**src/common/gemv_settings.svh**
```systemverilog
`ifndef GEMV_SETTINGS_SVH
`define GEMV_SETTINGS_SVH

// number of elements in one matrix row and in the vector.
`define GEMV_VEC_LEN 32

// width of one signed element.
`define GEMV_ELEM_W 6

// number of matrix rows held by the engine.
`define GEMV_ROWS 8

// width of a row address, enough to index GEMV_ROWS rows.
`define GEMV_ROW_AW 3

`endif

```
**src/row_store.sv**
```systemverilog
`default_nettype none

`include "gemv_settings.svh"

module row_store #(
    parameter type entry_t = logic [7:0],
    parameter int  DEPTH   = `GEMV_ROWS
) (
    input  wire logic                     clk,
    input  wire logic                     rst_n,
    input  wire logic                     wr_en,
    input  wire logic [$clog2(DEPTH)-1:0] wr_addr,
    input  entry_t                        wr_data,
    input  wire logic                     rd_en,
    input  wire logic [$clog2(DEPTH)-1:0] rd_addr,
    output entry_t                        rd_data,
    output logic                          rd_valid
);

    entry_t mem [DEPTH];

    always_ff @(posedge clk) begin
        if (wr_en) begin
            mem[wr_addr] <= wr_data;
        end
    end

    // read data is registered, so it appears one cycle after rd_en.
    always_ff @(posedge clk) begin
        if (rd_en) begin
            rd_data <= mem[rd_addr];
        end
    end

    always_ff @(posedge clk) begin
        if (!rst_n) begin
            rd_valid <= 1'b0;
        end else begin
            rd_valid <= rd_en;
        end
    end

endmodule

`default_nettype wire

```
**config.mk**
```make
export PLATFORM = sky130hd
export DESIGN_NAME = row_store
export DESIGN_NICKNAME = d
export VERILOG_FILES = /design/src/row_store.sv
export VERILOG_INCLUDE_DIRS = /design/src /design/src/common
export SDC_FILE = /design/constraint.sdc
export NUM_CORES = 1
export LEC_CHECK = 0
export BUFFER_PORTS_ARGS = -buffer_cell sky130_fd_sc_hd__buf_2
export CORE_MARGIN = 4
export CORE_UTILIZATION = 55
export CTS_BUF_LIST = sky130_fd_sc_hd__clkbuf_4 sky130_fd_sc_hd__clkbuf_8
export CTS_CLUSTER_DIAMETER = 40
export DETAILED_ROUTE_END_ITERATION = 16
export PLACE_DENSITY = 0.75
export SYNTH_ARGS = -nofsm -noshare
export SYNTH_HDL_FRONTEND = slang
export SYNTH_SLANG_ARGS = --single-unit
```
**constraint.sdc**
```tcl
create_clock -name clk -period 4.2 [get_ports clk]
set_input_delay 0.42 -clock clk [delete_from_list [all_inputs] [get_ports clk]]
set_output_delay 0.42 -clock clk [all_outputs]
set_load 0.01 [all_outputs]
```
# [After elaboration in Yosys (flattened, before gate mapping)]
# Memories as Yosys holds them, arrays and structs flattened. A register that Yosys moved wholly into a read port is not among the register bits.
# Index checks and enable logic that the tools add are counted.
[word_totals] in_bits=18 ram_bits=64 n_memories=1 word_cells=4 regBits=1 out_inout_bits=9
[classes] n_mux=2
[mem_list] memory="mem" depth=8 width=8 read_ports=1 rd_clocked_by_memory_dff=1 wr=1 line="row_store.sv:20" text="entry_t mem [DEPTH];"
[op_table] op="2-to-1 mux 1 bit" n=2

# [Longest topological paths before layout]
[depth] ltp_word=2 mapped_depth=4 ltp_nobuf=2

# [Worst setup path after synthesis]
# OpenSTA, ideal clock, no wires.
[synth_timing] kind="input-to-reg" start="in rd_addr[0]" end="reg rd_data[1] (netlist name), read port of mem (data pin)" n_path_buf=2 slack_ns=2.497 required_time_ns=3.940 setup_time_ns=0.260 arrival_time_ns=1.443 stages=4 path_cell_list="buf_6 -> buf_12 -> mux4_1 -> mux2_2"
[synth_rtl] element="start: declaration" line="row_store.sv:15" text="input wire logic [$clog2(DEPTH)-1:0] rd_addr,"
[synth_rtl] element="end: declaration" line="row_store.sv:16" text="output entry_t rd_data,"

==> flow_metrics.py <==
metrics = {
    "power_and_ir_drop": {
        "switching_share": 0.169,
        "p_total_mw": 1.69,
        "p_leak_nw": 1.15,
        "peakVddDrop_mv": 0.361,
        "combinationalPowerShare": 0.045,
        "power_frac_seq": 0.494,
        "power.internal_mw": 1.40,
        "power_switching_mw": 0.286,
        "power_density_mw_per_mm2": 516,
        "p_clk_frac": 0.461,
    },
    "timing": {
        "rsz0062_at_grt": "false",
        "min_period_ns": 1.61,
        "slew_viol_final": 0,
        "finClkSkew_ns": 0.00958,
        "clock.fmax_mhz": 620,
        "fin_tns_setup_ns": 0,
        "layout_setup_ws_ns": 2.59,
        "hold_viol": 0,
        "relSlewSlack": 0.369,
        "setup_viol": 0,
        "fin_crit_sh": 0.384,
        "worstMarginPinSlew_ns": 0.943,
    },
    "grt": {
        "grt_usage": 0.160,
        "grt_max_degree": 17,
        "gr-total-overflow": 0,
        "antenna_found_initial": 0,
        "grt_pass1_wl_mm": 6.96,
        "grt_pass1_vias": 1352,
    },
    "setup_path": {
        "critPathMaxStageDelay_ns": 0.62,
        "cpLargestDelayFamily": "multiplexers",
        "crit_buf_inv": 1,
        "critical-path-slowest-cell": "mux4_1",
        "endpoint_kind": "register",
        "cp.arrival_ns": 1.69,
        "worst_setup_path_start_kind": "input port",
        "cp_max_fo": 16,
        "path_class": "input port to register",
        "cp_cell_sequence": "buf_2 > mux4_1 > mux2_2",
        "cp.required_ns": 4.28,
    },
    "placement": {
        "place_congestion": 0.684,
        "dp_hpwl_mm": 2.71,
        "port_buffers": 26,
        "place_ws_ns": 2.22,
    },
    "cells_and_area": {
        "drive_gt1_frac": 0.342,
        "nFillCells": 319,
        "fin_util": 0.681,
        "fin_nets": 168,
        "num_antenna_cells": 0,
        "area_growth_pct": 17.2,
    },
    "clock_tree": {
        "clockBufferDepth": 2,
        "clk_latency_ns": 0.33,
        "ctsResizeCount": 0,
        "cts_hold_buf": 0,
        "cts_buffers": 9,
        "cts_root_buffer": "clkbuf_8",
        "cts.sinks": 73,
        "path_clk_slew_ns": 0.07,
        "htreeDepth": 3,
        "cts_tree": "built",
        "post_cts_buffers": 0,
    },
    "detailed_routing": {
        "wl_met2_mm": 2.31,
        "drt_wl_total_mm": 4.43,
        "drt-vias-per-instance": 5.48,
        "route.detailed.wl_per_inst_um": 20.0,
        "drc": 0,
        "wl_met1_mm": 1.77,
        "vias": 1217,
        "ant_nets": 0,
        "top_layer": "met4",
        "wl_met3_um": 226,
        "drt_iter0_drc": 113,
        "drtPass1Iterations": 6,
    },
    "die": {
        "num_rows": 25,
        "initial_utilization": 0.581,
        "die_w_um": 79.3,
        "die-area_sq_mm": 0.00629,
        "die_h_um": 79.3,
        "ios": 27,
        "core_area_sq_mm": 0.00482,
    },
    "outcome": {
        "status": "completed",
    },
    "logic_synthesis": {
        "ys_types": 15,
        "synth_seq_cells": 73,
        "synth_nets": 134,
        "synth.avg_cell_area_sq_um": 24.1,
        "synth_cells": 116,
        "yosys.area.top_type": "edfxtp_1",
        "yosysTopAreaCellShare": 0.773,
        "yosys_warnings": 0,
        "synth_area_leaders": "edfxtp_1 77%, mux4_1 14%, mux2_2 3.2%",
        "synth-seq-area-share": 0.780,
        "syn_area_sq_mm": 0.00280,
    },
    "job": {
        "drv_cap": 0,
    },
    "worst_hold_path": {
        "hp-class": "input port to register",
    },
}
-- flip-flops by register name, indices dropped and copies added, names as in the netlist --
register and flops:
rd_data 8, mem 64, rd_valid 1
-- worst reg2reg max path: stages, from the launching register on --
cell and delay, ns:
edfxtp_1 0.37, mux4_1 0.51, mux2_2 0.28
-- layout make-up --
class                           count  area (sq um)  area share
Sequential cell                    73          2180       0.666
Multi-Input combinational cell     38           572       0.174
Clock inverter                      5           150      0.0458
Clock buffer                       11           145      0.0443
Timing Repair Buffer               28           145      0.0443
Tap cell                           67          83.8      0.0256
-- per-stage QoR --
step	std cells	hold slack, ns	instance area, sq um
floorplan	116	0.519	2800
global placement	206	0.629	2980
detailed placement	206	0.631	2980
CTS	222	0.275	3280
global route	222	0.278	3280
finish	222	0.295	3280
-- cell usage after synthesis (all sizes together) --
cell type / count
mux4: 16
clkbuf: 1
dfxtp: 1
nand2b: 3
nand2: 2
nor2: 6
and2: 1
buf: 4
edfxtp: 72
mux2: 8
nor3: 2
-- cell families (layout without fill, tap and decap cells) --
logic type	count (synthesis)	count (layout)	synth area share
buf+inv	5	44	0.0156
flops	73	73	0.780
mux	24	24	0.181
simple gates	14	14	0.0233
-- power groups by stage --
stage,logic (mW),clock network (mW),registers [mW]
floorplan,0.0437,0,0.854
global placement,0.0738,0,0.851
detailed placement,0.0772,0,0.852
CTS,0.0776,0.791,0.836
global route,0.0830,0.828,0.838
finish,0.0763,0.778,0.836
-- per-layer routing --
metal / global-route usage / vias to the layer above
met3: 0.0510 / 11
met1: 0.187 / 599
met5: 0 / -
met2: 0.260 / 37
met4: 0.0962 / 0
li1: - / 570
-- path summary, 6_finish.rpt --
path / start / to / slack, ns / cells past startpoint
setup / recovery: rd_addr[0] / rd_data[5]$_DFFE_PP_ / 2.59 / 3
hold / removal: rst_n / rd_valid$_SDFF_PN0_ / 0.30 / 2
setup reg to reg: mem[1][5]$_DFFE_PP_ / rd_data[5]$_DFFE_PP_ / 2.79 / 2
hold reg to reg: mem[2][2]$_DFFE_PP_ / rd_data[2]$_DFFE_PP_ / 0.75 / 2
-- layout by cell type, fill, tap and decap left out, types with 2 or more instances in the layout --
cell       synthesis  final
buf_2              1     26
buf_4              0      2
bufinv_16          0      5
clkbuf_8           0     10
edfxtp_1          72     72
mux2_2             8      8
mux4_1            15     15
nand2_1            2      2
nand2b_1           3      3
nor2_1             6      6
nor3_1             2      2
(Power assumes the default switching activity.)
