### src/common/gemv_settings.svh
`ifndef GEMV_SETTINGS_SVH
`define GEMV_SETTINGS_SVH

// number of elements in one matrix row and in the vector.
`define GEMV_VEC_LEN 32

// width of one signed element.
`define GEMV_ELEM_W 6

// number of matrix rows held by the engine.
`define GEMV_ROWS 8

// width of a row address, enough to index GEMV_ROWS rows.
`define GEMV_ROW_AW 3

`endif

### src/common/gemv_ctrl_pkg.sv
`default_nettype none

`include "gemv_settings.svh"

package gemv_ctrl_pkg;

    // unsigned index into the matrix and result stores.
    typedef logic [`GEMV_ROW_AW-1:0] row_idx_t;

    // issue streams rows into the pipeline, drain waits for the last retire,
    // finish marks completion for a single cycle.
    typedef enum logic [1:0] {
        IDLE,
        ISSUE,
        DRAIN,
        FINISH
    } ctrl_state_t;

endpackage

`default_nettype wire

### src/gemv_controller.sv
`default_nettype none

`include "gemv_settings.svh"

module gemv_controller (
    input  wire logic clk,
    input  wire logic rst_n,
    input  wire logic start,
    input  wire logic issue_last,
    input  wire logic retire_last,
    input  wire logic retire_strobe,
    output logic      issue_clear,
    output logic      issue_advance,
    output logic      retire_clear,
    output logic      mat_rd_en,
    output logic      busy,
    output logic      done
);

    import gemv_ctrl_pkg::*;

    ctrl_state_t state_q;
    ctrl_state_t state_d;
    logic        start_ok;

    // a start pulse outside IDLE is simply dropped.
    assign start_ok = start && (state_q == IDLE);

    always_comb begin
        state_d = state_q;
        case (state_q)
            IDLE: begin
                if (start_ok) begin
                    state_d = ISSUE;
                end
            end
            ISSUE: begin
                // one row goes out per cycle, the eighth read ends the burst.
                if (issue_last) begin
                    state_d = DRAIN;
                end
            end
            DRAIN: begin
                if (retire_strobe && retire_last) begin
                    state_d = FINISH;
                end
            end
            FINISH: begin
                state_d = IDLE;
            end
            default: begin
                state_d = IDLE;
            end
        endcase
    end

    always_ff @(posedge clk) begin
        if (!rst_n) begin
            state_q <= IDLE;
        end else begin
            state_q <= state_d;
        end
    end

    assign issue_clear   = start_ok;
    assign retire_clear  = start_ok;
    assign mat_rd_en     = (state_q == ISSUE);
    assign issue_advance = (state_q == ISSUE);

    // busy covers issue, drain and the finish cycle itself.
    assign busy = (state_q != IDLE);
    assign done = (state_q == FINISH);

endmodule

`default_nettype wire

### config.mk
export PLATFORM = sky130hd
export DESIGN_NAME = gemv_controller
export DESIGN_NICKNAME = d
export VERILOG_FILES = /design/src/common/gemv_ctrl_pkg.sv /design/src/gemv_controller.sv
export VERILOG_INCLUDE_DIRS = /design/src /design/src/common
export SDC_FILE = /design/constraint.sdc
export NUM_CORES = 1
export LEC_CHECK = 0
export BUFFER_PORTS_ARGS = -buffer_cell sky130_fd_sc_hd__buf_2
export CORE_AREA = 2 2 39 41
export CTS_CLUSTER_DIAMETER = 60
export CTS_CLUSTER_SIZE = 12
export DETAILED_ROUTE_END_ITERATION = 10
export DIE_AREA = 0 0 41 43
export PLACE_DENSITY = 0.39
export REMOVE_ABC_BUFFERS = 1
export SETUP_SLACK_MARGIN = 0.05
export SYNTH_ARGS = -nofsm -noshare
export SYNTH_HDL_FRONTEND = slang
export SYNTH_SLANG_ARGS = --single-unit
### constraint.sdc
create_clock -name clk -period 1.4 [get_ports clk]
set_input_delay 0.28 -clock clk [delete_from_list [all_inputs] [get_ports clk]]
set_output_delay 0.28 -clock clk [all_outputs]
set_load 0.1 [all_outputs]
Word level (Yosys, flattened, before mapping)

Index checks and enable logic that the tools add are counted.

Bits in registers: 2
Latch bits: 0
Memory bits (writable): 0
Bits in read-only memories: 0
Logic and storage cells: 16
Memories kept: 0

Add/subtract/negate cells: 0
Multipliers: 0
Divide/modulo/power cells: 0
Magnitude comparators: 0
Equal/unequal tests: 6
Shift operators: 0
Multiplexer cells: 4
Bitwise gates (word level): 0
Reduce and logical (&&, ||, !) cells: 5

Operators with widths:

| operator                                                         | number |
|---|---|
| 2-bit one-hot mux with 4 select lines                            | 1 |
| 2-bit 2-to-1 mux                                                 | 3 |
| 2-bit inequality test (second input constant)                    | 3 |
| 2-bit == test (second input constant)                            | 2 |
| 3-bit AND reduction                                              | 1 |
| 2-bit by 1-bit == test with 1-bit output (second input constant) | 1 |
| 1-bit logical AND                                                | 2 |
| 2-bit logical NOT                                                | 1 |
| 2-bit nonzero test                                               | 1 |

Logic depth before layout (Yosys ltp)

Word-level depth: 4
Mapped depth: 5

Least setup slack after synthesis

Ideal clock, no wire load.

Kind: register -> output
Start: reg state_q[0]
End: out retire_clear
Arrival: 2.908 ns
Required time: 1.120 ns
Slack: -1.788 ns
Stages on the path, launching flop included: 6
Buffers on the path: 1
Path through: dfxtp_1 inv_1 ha_1 inv_1 nor2_1 buf_4

Longest elaborated chain between the ends: 2

Ends and longest elaborated chain:

| item                   | RTL line              | RTL |
|---|---|---|
| from (decl)            | gemv_controller.sv:22 | `ctrl_state_t state_q;` |
| from (signal assigned) | gemv_controller.sv:61 | `state_q <= state_d;` |
| 2-bit logical NOT      | gemv_controller.sv:27 | `assign start_ok = start && (state_q == IDLE);` |
| 1-bit logical AND      | gemv_controller.sv:27 |  |
| to (decl)              | gemv_controller.sv:14 | `output logic retire_clear,` |

No other way between the ends.

Worst setup path in the final report

Start: reg state_q[1]
End: out retire_clear

Same word-level chain as after synthesis.

==> impl_metrics.ini <==
[run_status]
status = completed

[routing]
initialDrtViolationCount = 0
drc_errors = 0
vias = 211
wl_per_cell_microns = 9.80
dr.pass1.iters = 1
routed_wl_microns = 539
via_per_inst = 3.84
ant_nets = 0

[yosys]
yosys_warnings = 0
netlist_instances = 21
seq_area_frac_synth_pct = 21.9
synth-seq-cells = 2
avgSynthCellArea_sq_um = 8.70
synthDistinctLibCells = 11
netlist_area_sq_um = 183

[setup_path]
worst_setup_path_start_kind = flip-flop
crit_type = reg -> out
cp.required_ps = 1120
worstReg2RegEnd = state_q[1]
crit_arrival_ps = 1120
r2r-start = state_q[0]
rr_worst_depth = 5
rrSetupSlack_ps = 120
crit_fanout = 2
critPathCaptureType = primary output

[timing]
tightest_slew_ps = 297
rsz0062_at_grt = yes
fin_skew_ps = 1.66
slew_headroom_pct = 80.2
worst_slack_ps = 2.78
hold_violations = 0
fin_crit_sh_pct = 99.8
slew_viol_final = 0
timing.fmax_mhz = 716
setup_viol = 0
period_needed_ps = 1400

[floorplanning]
dieArea_sq_mm = 0.00176
initial_core_util_pct = 13.2
io_pins = 12
rows = 14
coreArea_sq_mm = 0.00138
die_y_microns = 43
die_w_microns = 41

[hold_path]
hold_end = state_q[1]
hp-start = rst_n
hold_path_depth = 3
hold_path_class = in -> reg

[placement]
port_buffers = 11
place_ws_ps = 1.89
gp_routability_congestion = 0.676
placed_cell_area_sq_um = 370

[final_layout]
drive_above_1_share_pct = 79.5
syn_to_final_growth_pct = 164
finalInstanceArea_sq_um = 482
largest-register = state_q
largest_reg_flops = 2
finish.utilization_pct = 34.8
top_regs = state_q x2
antennaDiodeCount = 0
fillers = 144
nets = 51

[grt]
antenna_found_initial = 0
grt_use_total_pct = 6.61
grt_max_degree = 4
grt_overflow = 0
grt_pass1_vias = 214
grt_first_pass_wirelength_microns = 759

[cts]
clockBufferDepth = 2
cts_tree = yes
cts_sinks = 2
cts_root_buf = clkbuf_4
clkLatencyLatePin_ps = 220
cts_made_buffers = 3
cts.htree.levels = 1
path_clk_slew_ps = 30
cts_hold_buf = 0

[job]
max_cap_viol_count = 0
synth_stat cells:
master    n  area, sq um
nand2_1   3         11.3
o31a_1    1         8.76
mux2i_1   1         10.0
ha_1      4         50.1
o21a_1    1         7.51
inv_1     4         15.0
nor2_1    1         3.75
dfxtp_1   2         40.0
a221oi_2  1         15.0
nor2b_1   1         6.26
buf_4     2         15.0
through the flow:
stage / hold WS [ps] / TNS (ps) / std cells
after floorplan: 426 / -8660 / 19
after global placement: 568 / -8.34 / 51
after detailed placement: 577 / 0 / 51
after CTS: 332 / -22.9 / 55
after global routing: 369 / -133 / 55
final: 339 / 0 / 55
placed cells by master (no fill, tap or decap), drive strengths merged:
cell type,instances
mux2i,1
dfxtp,2
o31a,1
clkbuf,3
nor2,1
nand2,3
a221oi,1
inv,4
o21a,1
ha,4
nor2b,1
buf,17
logic make-up after synthesis:
kind of cell,share of synthesized area [%]
multiplexers,5.48
adder cells (fa/ha/maj),27.4
flip-flops,21.9
buffers and inverters,16.4
AO/OA/AOI/OAI,17.1
AND/OR/NAND/NOR,11.6
timing repair:
action                                  in CTS  in global routing
resized for setup                           15                  4
buffers inserted                             1                  0
pin swaps                                    2                  1
endpoints found under the setup margin       5                  7
hold endpoints to repair                     0                  0
area by class of cell:
class,instances,area (sq um),area share (%)
inverter,4,17.5,3.64
multi-input combinational,13,181,37.7
sequential,2,42.5,8.83
clock buffer,3,22.5,4.68
timing repair buffer,17,198,41.0
tap,16,20.0,4.16
metal layers:
metal / wire length, microns / track usage [%] / vias to the layer above
li1: - / - / 102
met1: 165 / 5.41 / 97
met2: 308 / 10.6 / 12
met3: 64 / 3.14 / 0
met4: 0 / 6.00 / 0
met5: 0 / 0 / -
worst max path at each step:
stage	from	endpoint	slack, ps	cells past startpoint
global route	state_q[1]	retire_clear	-50	5
floorplan	state_q[0]	issue_clear	-2480	4
CTS	state_q[1]	retire_clear	-9	5
global placement	state_q[1]	issue_clear	-4	5
finish	state_q[1]	retire_clear	3	5
detailed placement	state_q[1]	retire_clear	2	5
worst max-delay path, cell delays in order (launching register included):
cell	delay (ps)
dfxtp_2	320
inv_4	70
ha_4	130
inv_2	40
nor2_4	130
buf_12	190
Power is not shown: default switching activity piles up to over one toggle a cycle in this logic, so the estimate is an artifact.
