[src/common/gemv_settings.svh]
`ifndef GEMV_SETTINGS_SVH
`define GEMV_SETTINGS_SVH

// number of elements in one matrix row and in the vector.
`define GEMV_VEC_LEN 32

// width of one signed element.
`define GEMV_ELEM_W 6

// number of matrix rows held by the engine.
`define GEMV_ROWS 8

// width of a row address, enough to index GEMV_ROWS rows.
`define GEMV_ROW_AW 3

`endif

[src/common/gemv_ctrl_pkg.sv]
`default_nettype none

`include "gemv_settings.svh"

package gemv_ctrl_pkg;

    // unsigned index into the matrix and result stores.
    typedef logic [`GEMV_ROW_AW-1:0] row_idx_t;

    // issue streams rows into the pipeline, drain waits for the last retire,
    // finish marks completion for a single cycle.
    typedef enum logic [1:0] {
        IDLE,
        ISSUE,
        DRAIN,
        FINISH
    } ctrl_state_t;

endpackage

`default_nettype wire

[src/row_sequencer.sv]
`default_nettype none

`include "gemv_settings.svh"

module row_sequencer (
    input  wire logic              clk,
    input  wire logic              rst_n,
    input  wire logic              clear,
    input  wire logic              advance,
    output gemv_ctrl_pkg::row_idx_t row_idx,
    output logic                   last_row
);

    import gemv_ctrl_pkg::*;

    localparam row_idx_t LAST_IDX = row_idx_t'(`GEMV_ROWS - 1);

    // clear wins over advance, so a start always begins at row 0.
    always_ff @(posedge clk) begin
        if (!rst_n) begin
            row_idx <= '0;
        end else if (clear) begin
            row_idx <= '0;
        end else if (advance) begin
            if (row_idx == LAST_IDX) begin
                row_idx <= '0;
            end else begin
                row_idx <= row_idx + 1'b1;
            end
        end
    end

    assign last_row = (row_idx == LAST_IDX);

endmodule

`default_nettype wire

[config.mk]
export PLATFORM = sky130hd
export DESIGN_NAME = row_sequencer
export DESIGN_NICKNAME = d
export VERILOG_FILES = /design/src/common/gemv_ctrl_pkg.sv /design/src/row_sequencer.sv
export VERILOG_INCLUDE_DIRS = /design/src /design/src/common
export SDC_FILE = /design/constraint.sdc
export NUM_CORES = 1
export LEC_CHECK = 0
export ABC_AREA = 1
export BUFFER_PORTS_ARGS = -buffer_cell sky130_fd_sc_hd__buf_2
export CORE_AREA = 10 10 47 49
export DETAILED_ROUTE_END_ITERATION = 10
export DIE_AREA = 0 0 57 59
export SYNTH_ARGS = -nofsm -noshare
export SYNTH_HDL_FRONTEND = slang
export SYNTH_SLANG_ARGS = --single-unit
[constraint.sdc]
create_clock -name clk -period 1.2 [get_ports clk]
set_input_delay 0.18 -clock clk [delete_from_list [all_inputs] [get_ports clk]]
set_output_delay 0.18 -clock clk [all_outputs]
set_load 0.05 [all_outputs]
# --- Yosys cells after proc, flatten, opt, wreduce, memory -nomap -nowiden ---
# Cells that the tools add are included.
word_totals:
  reg_bits: 3
  output_inout_bits: 4
  word_cells: 6
op_classes:
  addsub: 1
  n_eq_ne: 1
  n_mux: 1
  bitwise_logic: 1
  reduce_logical: 1
op_table:
  columns: ["op", "n"]
  rows:
  - ["adder 3 x 1 -> 3 bit, second input constant", 1]
  - ["== test 3 bit, second input constant", 1]
  - ["two-way mux 3 bit", 1]
  - ["OR reduction 2 bit", 1]
  - ["inverter 1 bit", 1]

# --- Depth between registers and ports, before layout ---
logic_depth:
  word_depth: 2
  mapped_depth: 5
  mapped_depth_nobuf: 5

# --- Least setup slack after synthesis ---
# OpenSTA, ideal clock, no wires.
synth_timing:
  path_type: "reg-to-reg"
  from: "register row_idx[0]"
  to: "register row_idx[0]"
  t_arrival_ns: 1.592
  required_ns: 1.084
  path_slack_ns: -0.507
  stages_incl_launch_ff: 6
  n_path_buf: 0
  path_cell_list: "dfxtp_1 > ha_1 > ha_1 > inv_1 > a21oi_1 > nor2_1"
synth_via:
  elab_chain_cells: 2
  word_cells_on_any_way: 3
  cone_classes: "add/sub: 1; eq/ne: 1; mux: 1"
synth_rtl:
  columns: ["item", "line_no", "rtl"]
  rows:
  - ["from (decl)", "row_sequencer.sv:10", "output gemv_ctrl_pkg::row_idx_t row_idx,"]
  - ["from (signal assigned)", "row_sequencer.sv:28", "row_idx <= row_idx + 1'b1;"]
  - ["== test 3 bit", null, null]
  - ["named net last_row", "row_sequencer.sv:11", "output logic last_row"]
  - ["two-way mux 3 bit", "row_sequencer.sv:25", "if (row_idx == LAST_IDX) begin"]
# The timed path passes the listed nets, and every way through them passes these cells.
# A chain may end at the register's enable or synchronous reset.

# --- Worst setup path in the final report ---
layout_timing:
  from: "register row_idx[1]"
  to: "output port last_row"
layout_via:
  elab_chain_cells: 1
layout_rtl:
  columns: ["item", "line_no", "rtl"]
  rows:
  - ["== test 3 bit", "row_sequencer.sv:33", "assign last_row = (row_idx == LAST_IDX);"]
  - ["to (decl)", "row_sequencer.sv:11", null]
# Every way passes these cells.

==> run metrics <==
crit share post-route 100.9%; failing checks negative setup slack; core footprint 1401 µm²; Comb power frac 10.1%; CP required 1.02 ns; Post-Place Worst Slack 0.1075 ns; Pleak 0.1262 nW; largest family of logic cells by synthesized area simple AND/OR/NAND/NOR gates; TritonCTS Sinks 3; post-layout minimum cycle time 1.211 ns; max-slew headroom at the worst pin roughly 83%; final setup margin -0.01129 ns; max-cap viol count 0; CP max-delay cell dfxtp_4; internal power 0.2365 mW; final WL 437 µm; gr usage total around 3.2%; CTS max path bufs 2; Ant. Diodes 0; compound-gate portion of the synthesized area 10.53%; drt pass-1 iters 1; Top Ports 8; min-delay src rst_n; register area share after synthesis 42.11%; worst-margin pin slew 0.2557 ns; die width 57 µm; Setup TNS -0.01129 ns; Final Hold Violating Endpoints 0; sequential share of power roughly a third; Area after DPL 219.0 µm²; RSZ-0062 raised after global routing yes; initial DRC count 0; via count 163; max frequency 0.8256 GHz; CP dominant cell by count ha_4; Yosys reg bits 3; syn_nets 25; Crit. Startpoint row_idx[1]; biggest regs row_idx x3; cell area after synthesis 142.6 µm²; PortBufs 7; Slew Viols, Final 0; starting density of the core roughly a tenth; Avg Inst Size Synth 7.507 µm²; full die area 3363 µm²; H-Tree Level Count 1; area grow syn2layout 98.25%; Cell Chain, Critical Path ha_4 -> ha_4 -> buf_8; Critical Path Source Type register; largest net degree at the start of global routing 6; clock transition at the registers of the reported paths 0.04 ns; Net Sw Frac a little under a quarter; GPL Wtd Cong 0.6514; wire per inst approximately 9.1 µm; Final Net Count 39; antenna violations before repair 0; Yosys cell types 7; Synth Area in XOR/XNOR 0%; first-pass GRT wire length 731 µm; switching pwr 0.07079 mW; post-synthesis mux area share 0%; Post-Synthesis Cells 19; total congestion overflow 0; Syn. warnings 0; final setup fails 1; number of remaining DRC errors 0; clock tree root driver cell clkbuf_4; run status complete, but fails checks; CTS buffer count 3; max FFs per register 3; post-synthesis simple-gate area fraction between 20% and 30%; CP Capture Type output port; Worst IR Drop VDD 0.2002 mV; Reg with most FFs row_idx; height of the die just under 60 µm; vias in the first global route between 150 and 200; reg2reg start row_idx[1]; adder-cell share of the synthesized area 17.54%; WP data arrival 1.03 ns; via/cell ratio 3.396; fin area approximately 280 µm²; Hold WC Path Type primary input to register; Clock Power Share 56.7%; power density over cell area 1087 nW/µm²; site row count 14; WS Path Type register to output port; CTS tree yes; clk_lat worst skew around 0.23 ns; Post-DRT Antenna Nets 0; Worst Skew between 0.003 and 0.004 ns; CP peak stage delay 0.34 ns; share of layout cells above drive strength 1 53.13%; CP max FO 2
## path summary, 6_finish.rpt
path,endpoint,slack [ns],cells after the start
hold reg to reg,row_idx[2],0.48,2
setup reg to reg,row_idx[2],0.21,4
hold / removal,row_idx[0],0.20,3
setup / recovery,last_row,-0.01,3
## layout by cell type, fill, tap and decap left out
master	Yosys	routed
nand3_1	1	1
buf_2	0	6
dfxtp_2	0	1
dfxtp_4	0	2
clkbuf_1	0	1
nor2_1	1	1
ha_4	0	2
nand2_1	6	6
buf_4	0	2
a21oi_1	3	3
buf_8	0	1
inv_1	3	3
clkbuf_4	0	3
## power by group through the flow
stage	clock network, mW	registers (mW)	logic [mW]
after detailed placement	0	0.103	0.0265
after CTS	0.187	0.102	0.0311
after global routing	0.195	0.102	0.0358
after global placement	0	0.103	0.0264
final	0.174	0.102	0.0310
after floorplan	0	0.111	0.00815
## cell usage after synthesis
cell     number  area, µm²
dfxtp_1       3      60.06
a21oi_1       3      15.01
inv_1         3      11.26
nor2_1        1      3.750
nand2_1       6      22.52
nand3_1       1      5.000
ha_1          2      25.02
## per-stage QoR
step / utilization [%] / total power, mW / hold WS, ns / std cells
CTS: 20.18 / 0.3200 / 0.1863 / 48
detailed placement: 15.63 / 0.1296 / 0.4358 / 42
finish: 20.18 / 0.3073 / 0.1977 / 48
global route: 20.18 / 0.3329 / 0.2166 / 48
floorplan: - / 0.1191 / 0.3074 / 19
global placement: 15.63 / 0.1293 / 0.4344 / 42
## final cells by class
cell class,instances,area [µm²]
clock buffer,4,26.28
fill,174,1119
inverter,3,11.26
multi-input combinational,13,96.34
sequential,3,68.82
tap,16,20.02
timing repair buffer,9,60.06
## routing by layer
layer	GRT usage, %	part of all wire (%)	vias up
li1	-	-	87
met1	2.133	35	71
met2	4.651	52	5
met3	3.219	13	0
met4	4.027	0	0
met5	0	0	-
## timing repair
action | 4_1_cts | 5_1_grt
pin swaps | 0 | 0
setup endpoints to repair | 1 | 1
resized for setup | 5 | 0
buffers inserted | 2 | 0
hold buffers | 0 | 0
## cells by family after synthesis
group / count (synthesis)
AND/OR/NAND/NOR: 8
AO/OA/AOI/OAI: 3
buffers and inverters: 3
flip-flops: 3
adder cells (fa/ha/maj): 2
## critical path: cells and delay by family, from the launching register on
family                   cells  cell delay, ns
adder cells (fa/ha/maj)      2            0.32
buffers and inverters        1            0.14
flip-flops                   1            0.34
No activity file was read; power rests on OpenSTA's default activity.
