==> config.mk <==
export PLATFORM = sky130hd
export DESIGN_NAME = dot_product_unit
export DESIGN_NICKNAME = d
export VERILOG_FILES = /design/src/common/gemv_data_pkg.sv /design/src/dot_product/dot_product_unit.sv
export VERILOG_INCLUDE_DIRS = /design/src /design/src/common
export SDC_FILE = /design/constraint.sdc
export NUM_CORES = 2
export LEC_CHECK = 0
export ABC_AREA = 1
export ABC_CLOCK_PERIOD_IN_PS = 16550
export BUFFER_PORTS_ARGS = -buffer_cell sky130_fd_sc_hd__buf_2
export CAP_MARGIN = 5
export CORE_ASPECT_RATIO = 1.4
export CORE_MARGIN = 2
export CORE_UTILIZATION = 25
export CTS_CLUSTER_DIAMETER = 50
export DETAILED_ROUTE_END_ITERATION = 8
export HOLD_SLACK_MARGIN = 0.12
export PLACE_DENSITY = 0.47
export SYNTH_ARGS = -nofsm -noshare
export SYNTH_HDL_FRONTEND = slang
export SYNTH_SLANG_ARGS = --single-unit
==> constraint.sdc <==
create_clock -name clk -period 16.55 [get_ports clk]
set_input_delay 1.655 -clock clk [delete_from_list [all_inputs] [get_ports clk]]
set_output_delay 1.655 -clock clk [all_outputs]
set_load 0.02 [all_outputs]
==> src/common/gemv_settings.svh <==
`ifndef GEMV_SETTINGS_SVH
`define GEMV_SETTINGS_SVH

// number of elements in one matrix row and in the vector.
`define GEMV_VEC_LEN 32

// width of one signed element.
`define GEMV_ELEM_W 6

// number of matrix rows held by the engine.
`define GEMV_ROWS 8

// width of a row address, enough to index GEMV_ROWS rows.
`define GEMV_ROW_AW 3

`endif

==> src/common/gemv_data_pkg.sv <==
`default_nettype none

`include "gemv_settings.svh"

package gemv_data_pkg;

    // one signed matrix or vector element.
    typedef logic signed [`GEMV_ELEM_W-1:0] elem_t;

    // a full row, element 0 in the lowest bits.
    typedef elem_t [`GEMV_VEC_LEN-1:0] row_t;

    // a signed product of two elements needs twice the element width.
    localparam int PROD_W = 2 * `GEMV_ELEM_W;

    typedef logic signed [PROD_W-1:0] prod_t;

    // summing VEC_LEN products adds log2(VEC_LEN) bits of growth.
    // the extreme case is 32 * (-32 * -32) = 32768, which fits in 17 signed bits.
    localparam int ACC_W = PROD_W + $clog2(`GEMV_VEC_LEN);

    typedef logic signed [ACC_W-1:0] acc_t;

endpackage

`default_nettype wire

==> src/dot_product/dot_product_unit.sv <==
`default_nettype none

`include "gemv_settings.svh"

module dot_product_unit (
    input  wire logic          clk,
    input  wire logic          rst_n,
    input  wire logic          vec_wr_en,
    input  gemv_data_pkg::row_t vec_wr_data,
    input  wire logic          in_valid,
    input  gemv_data_pkg::row_t in_row,
    output logic               out_valid,
    output gemv_data_pkg::acc_t out_sum
);

    import gemv_data_pkg::*;

    localparam int N = `GEMV_VEC_LEN;

    row_t  vec_q;
    prod_t prod_q [N];
    logic  prod_valid_q;

    // heap-ordered adder tree, leaves at N-1 .. 2N-2 and the root at index 0.
    acc_t  tree [2*N-1];
    acc_t  sum_q;

    always_ff @(posedge clk) begin
        if (vec_wr_en) begin
            vec_q <= vec_wr_data;
        end
    end

    // stage one registers all 32 signed products in parallel.
    always_ff @(posedge clk) begin
        if (in_valid) begin
            for (int i = 0; i < N; i++) begin
                prod_q[i] <= $signed(vec_q[i]) * $signed(in_row[i]);
            end
        end
    end

    for (genvar i = 0; i < N; i++) begin : g_leaf
        // the size cast sign-extends each product to the full sum width.
        assign tree[N-1+i] = acc_t'(prod_q[i]);
    end

    for (genvar n = 0; n < N-1; n++) begin : g_node
        assign tree[n] = tree[2*n+1] + tree[2*n+2];
    end

    // stage two registers the root of the tree.
    always_ff @(posedge clk) begin
        if (prod_valid_q) begin
            sum_q <= tree[0];
        end
    end

    always_ff @(posedge clk) begin
        if (!rst_n) begin
            prod_valid_q <= 1'b0;
            out_valid    <= 1'b0;
        end else begin
            prod_valid_q <= in_valid;
            out_valid    <= prod_valid_q;
        end
    end

    assign out_sum = sum_q;

endmodule

`default_nettype wire

== Word level (Yosys, flattened, before mapping) ==
Memories as Yosys holds them, arrays and structs flattened.
Index checks and enable logic that the tools add are counted.

* Register bits after elaboration: 211
* Memory bits (writable): 384
* Bits of input ports: 388
* Output and inout bits: 18
* Word-level logic and storage cells: 101
* Memories: 1

{| class="wikitable"
|+ Memories
! name !! depth !! width !! rd ports !! clocked after Yosys merged registers in !! write ports !! RTL line !! text
|-
| prod_q || 32 || 12 || 32 || 0 || 32 || dot_product_unit.sv:21 || <nowiki>prod_t prod_q [N];</nowiki>
|}

* $add $sub $neg: 31
* Multipliers: 32
* Multiplexer cells: 2

{| class="wikitable"
|+ Operator list
! operator !! count
|-
| $mul A6 B6 Y12 || 32
|-
| $add A17 B17 Y17 || 15
|-
| $add A12 B12 Y13 || 16
|-
| $mux W1 || 2
|}

== Depth between registers and ports, before layout ==
* Word-level depth: 5
* Gate-level depth with buffers: 33
* Gate-level depth less buffers: 33

== Least setup slack after synthesis ==
Ideal clock, no wire load.

* Path kind: register to register
* From: memory prod_q[0][24] (netlist name)
* To: register sum_q[16], in the netlist out_sum[16] (data pin)
* Setup time: 0.253 ns
* Arrival time: 5.648 ns
* Required time: 16.297 ns
* Slack: 10.649 ns
* Stages on the path, launching flop included: 27
* Buffers on the path: 0
* Clock period less this slack: 5.901 ns
* Cells stage by stage: edfxtp_1 ha_1 fa_1 nand3_1 nand2_1 nand3_1 nand3_1 nand2_1 nand2_1 fa_1 inv_1 fa_1 inv_1 fa_1 inv_1 fa_1 inv_1 fa_1 inv_1 fa_1 ha_1 inv_1 nor3_2 and2_1 nand2_1 nand3_1 nand2_1

{| class="wikitable"
|+ RTL lines
! what !! RTL line !! text
|-
| start: declaration || dot_product_unit.sv:21 ||
|-
| end signal: assignment || dot_product_unit.sv:55 || <nowiki>sum_q <= tree[0];</nowiki>
|-
| end: declaration || dot_product_unit.sv:26 || <nowiki>acc_t sum_q;</nowiki>
|}

==> impl_metrics.csv <==
group,metric,value,unit
outcome,outcome,"complete, no violations",
worst_hold_path,hp-start,"prod_valid_q$_SDFF_PN0_",
route,wire_per_inst,16.4,um
place,gp_congestion,0.865,
sta,clock-skew-final,50.3,ps
setup_path,cp-startpoint,"prod_q[0][24]$_DFFE_PP_",
die,rows,240,
sta,fmax,155,MHz
place,hpwl,191000,um
route,drc_errors,0,
sta,fin_crit,6470,ps
route,via_per_inst,4.28,
cts,clkTransAtPathRegs,60,ps
sta,rsz0062_at_grt,"no",
setup_path,crit_required,17050,ps
setup_path,worstSetupStartpointType,"flop",
cts,cts_root_buf,"clkbuf_16",
yosys,synthCells,8665,
yosys,synth_top_area_share,27.1,%
yosys,ys_types,30,
sta,hold_violations,0,
place,port-buffer-count,405,
sta,setup_viol,0,
yosys,syn_area,76800,um^2
final_layout,drive_above_1_share,8.47,%
global_routing,grt_max_degree,83,
worst_hold_path,hold_class,"reg2reg",
yosys,syn_nets,11000,
setup_path,r2r-start,"prod_q[0][24]$_DFFE_PP_",
global_routing,antenna_found_initial,86,
yosys,avgSynthCellArea,8.86,um^2
die,io_pins,406,
route,first_pass_iters,5,
yosys,synth_flop_cell,"edfxtp_1",
final_layout,nFillCells,32300,
place,place_ws,9990,ps
setup_path,cp_common_cell,"fa_1",
sta,relSlewSlack,39.6,%
cts,cts_buffer_depth,3,
route,first_iter_violations,2370,
sta,worstMarginPinSlew,906,ps
job,drv_cap,0,
cts,cts_num_sinks,595,
sta,finalCritPeriodShare,39.1,%
final_layout,nNetsFinal,11500,
cts,insertion_delay,750,ps
yosys,yosysWarnings,0,
yosys,synth_edf_count,593,
global_routing,grt_use_total,14.2,%
die,die_h,660,um
yosys,seq_area_frac_synth,23.2,%
sta,whs,431,ps
route,via_count,57000,
final_layout,syn2layout_area_growth,14.2,%
route,drt_wl_total,218000,um
sta,final.setup.tns,0,ps
cts,hold_buffers,0,
route,ant_nets,0,
yosys,yosysTopAreaCell,"fa_1",
die,design.die.area,312000,um^2
sta,fin_ws,10080,ps
yosys,ys_seq_elements,595,
cts,postCtsSetupBuffers,0,
die,die_w,472,um
final_layout,final_cell_mix,"nand2_1, inv_1, fa_1",
global_routing,grt.overflow.total,0,
cts,cts_tree,"built",
cts,ctsHtreeMaxLevel,3,
setup_path,max_stage_delay,620,ps
global_routing,first_global_vias,61200,
setup_path,cp_slowest_cell,"fa_1",
setup_path,worstPathMaxFanout,5,
setup_path,critPathKind,"reg2reg",
cts,cts_inserted_buffers,108,
yosys,synthArstFlopShare,0,%
sta,slew_violations,0,
yosys,synth.area.top_cells,"fa_1, edfxtp_1, ha_1",
setup_path,worst_setup_path_end_kind,"flop",
die,coreArea,305000,um^2
global_routing,grt_pass1_wl,343000,um
cts,cts-resized-gates,0,
final_layout,final_common_cell,"nand2_1",
die,initial_core_util,25.2,%
setup_path,arrival,6970,ps
cell type report:
cell class / instances / area, um^2 / share of cell area [%]
antenna: 22 / 55.1 / 0.0627
clock buffer: 114 / 2790 / 3.18
clock inverter: 89 / 980 / 1.12
inverter: 2002 / 7510 / 8.56
multi-input combinational: 6068 / 51400 / 58.6
sequential: 595 / 17800 / 20.3
tap: 3993 / 5000 / 5.69
timing repair buffer: 414 / 2110 / 2.41
per-layer routing:
| metal | global-route usage [%] | vias to the layer above | wire length (um) |
|---|---|---|---|
| li1 | - | 28000 | - |
| met4 | 4.83 | 38 | 8260 |
| met1 | 15.9 | 27600 | 85400 |
| met3 | 2.11 | 372 | 8960 |
| met2 | 26.9 | 1044 | 116000 |
| met5 | 0 | - | 238 |
kinds of logic (layout without fill, tap and decap cells):
| family | count (synthesis) | in the layout | share of synthesized area [%] |
|---|---|---|---|
| fa+ha+maj | 1924 | 1924 | 41.5 |
| simple gates | 3335 | 3335 | 18.0 |
| xor+xnor | 362 | 362 | 4.13 |
| buf+inv | 2002 | 2619 | 9.78 |
| flops | 595 | 595 | 23.2 |
| compound gates | 447 | 447 | 3.35 |
| other cells | 0 | 22 | 0 |
stage by stage:
| step | instances | area, um^2 | utilization [%] |
|---|---|---|---|
| after global placement | 13100 | 83900 | 27.5 |
| final | 13300 | 87700 | 28.7 |
| after CTS | 13300 | 87700 | 28.7 |
| after detailed placement | 13100 | 83900 | 27.5 |
| after global routing | 13300 | 87700 | 28.7 |
| after floorplan | 8665 | 76800 | - |
synthesized netlist by cell type, types with 2 or more instances:
master	count
xnor2_1	147
o21ai_2	11
and2_1	2
nand4_1	131
xor2_1	215
o21a_1	9
nor3_1	5
nand3b_1	18
nor2_1	284
nor3_2	2
a21oi_2	8
fa_1	1038
o211ai_1	6
and3_1	7
nand3_1	384
nand2_1	2344
o21bai_1	30
edfxtp_1	593
inv_1	2001
a31oi_1	32
a21o_1	46
dfxtp_1	2
nand2_2	5
o21ai_0	61
a21oi_1	244
ha_1	886
or2_2	151
critical path, delay by kind of cell (launching register included):
| family | cells | cell delay (ps) |
|---|---|---|
| and+or+nand+nor | 11 | 1140 |
| buffers and inverters | 6 | 450 |
| adders and majority gates | 9 | 4260 |
| DFF | 1 | 360 |
registers in the layout, summed over array words and instances (netlist names):
signal        count
vec_q           192
prod_q          384
prod_valid_q      1
out_sum          17
out_valid         1
final timing paths:
kind,endpoint,slack [ps],cells after the start
worst min-delay path,out_valid$_SDFF_PN0_,430,2
worst min register to register,out_valid$_SDFF_PN0_,430,2
worst max-delay path,out_sum[15]$_DFFE_PP_,10080,26
worst max register to register,out_sum[15]$_DFFE_PP_,10080,26
Power is not shown: default switching activity piles up to over one toggle a cycle in this logic, so the estimate is an artifact.
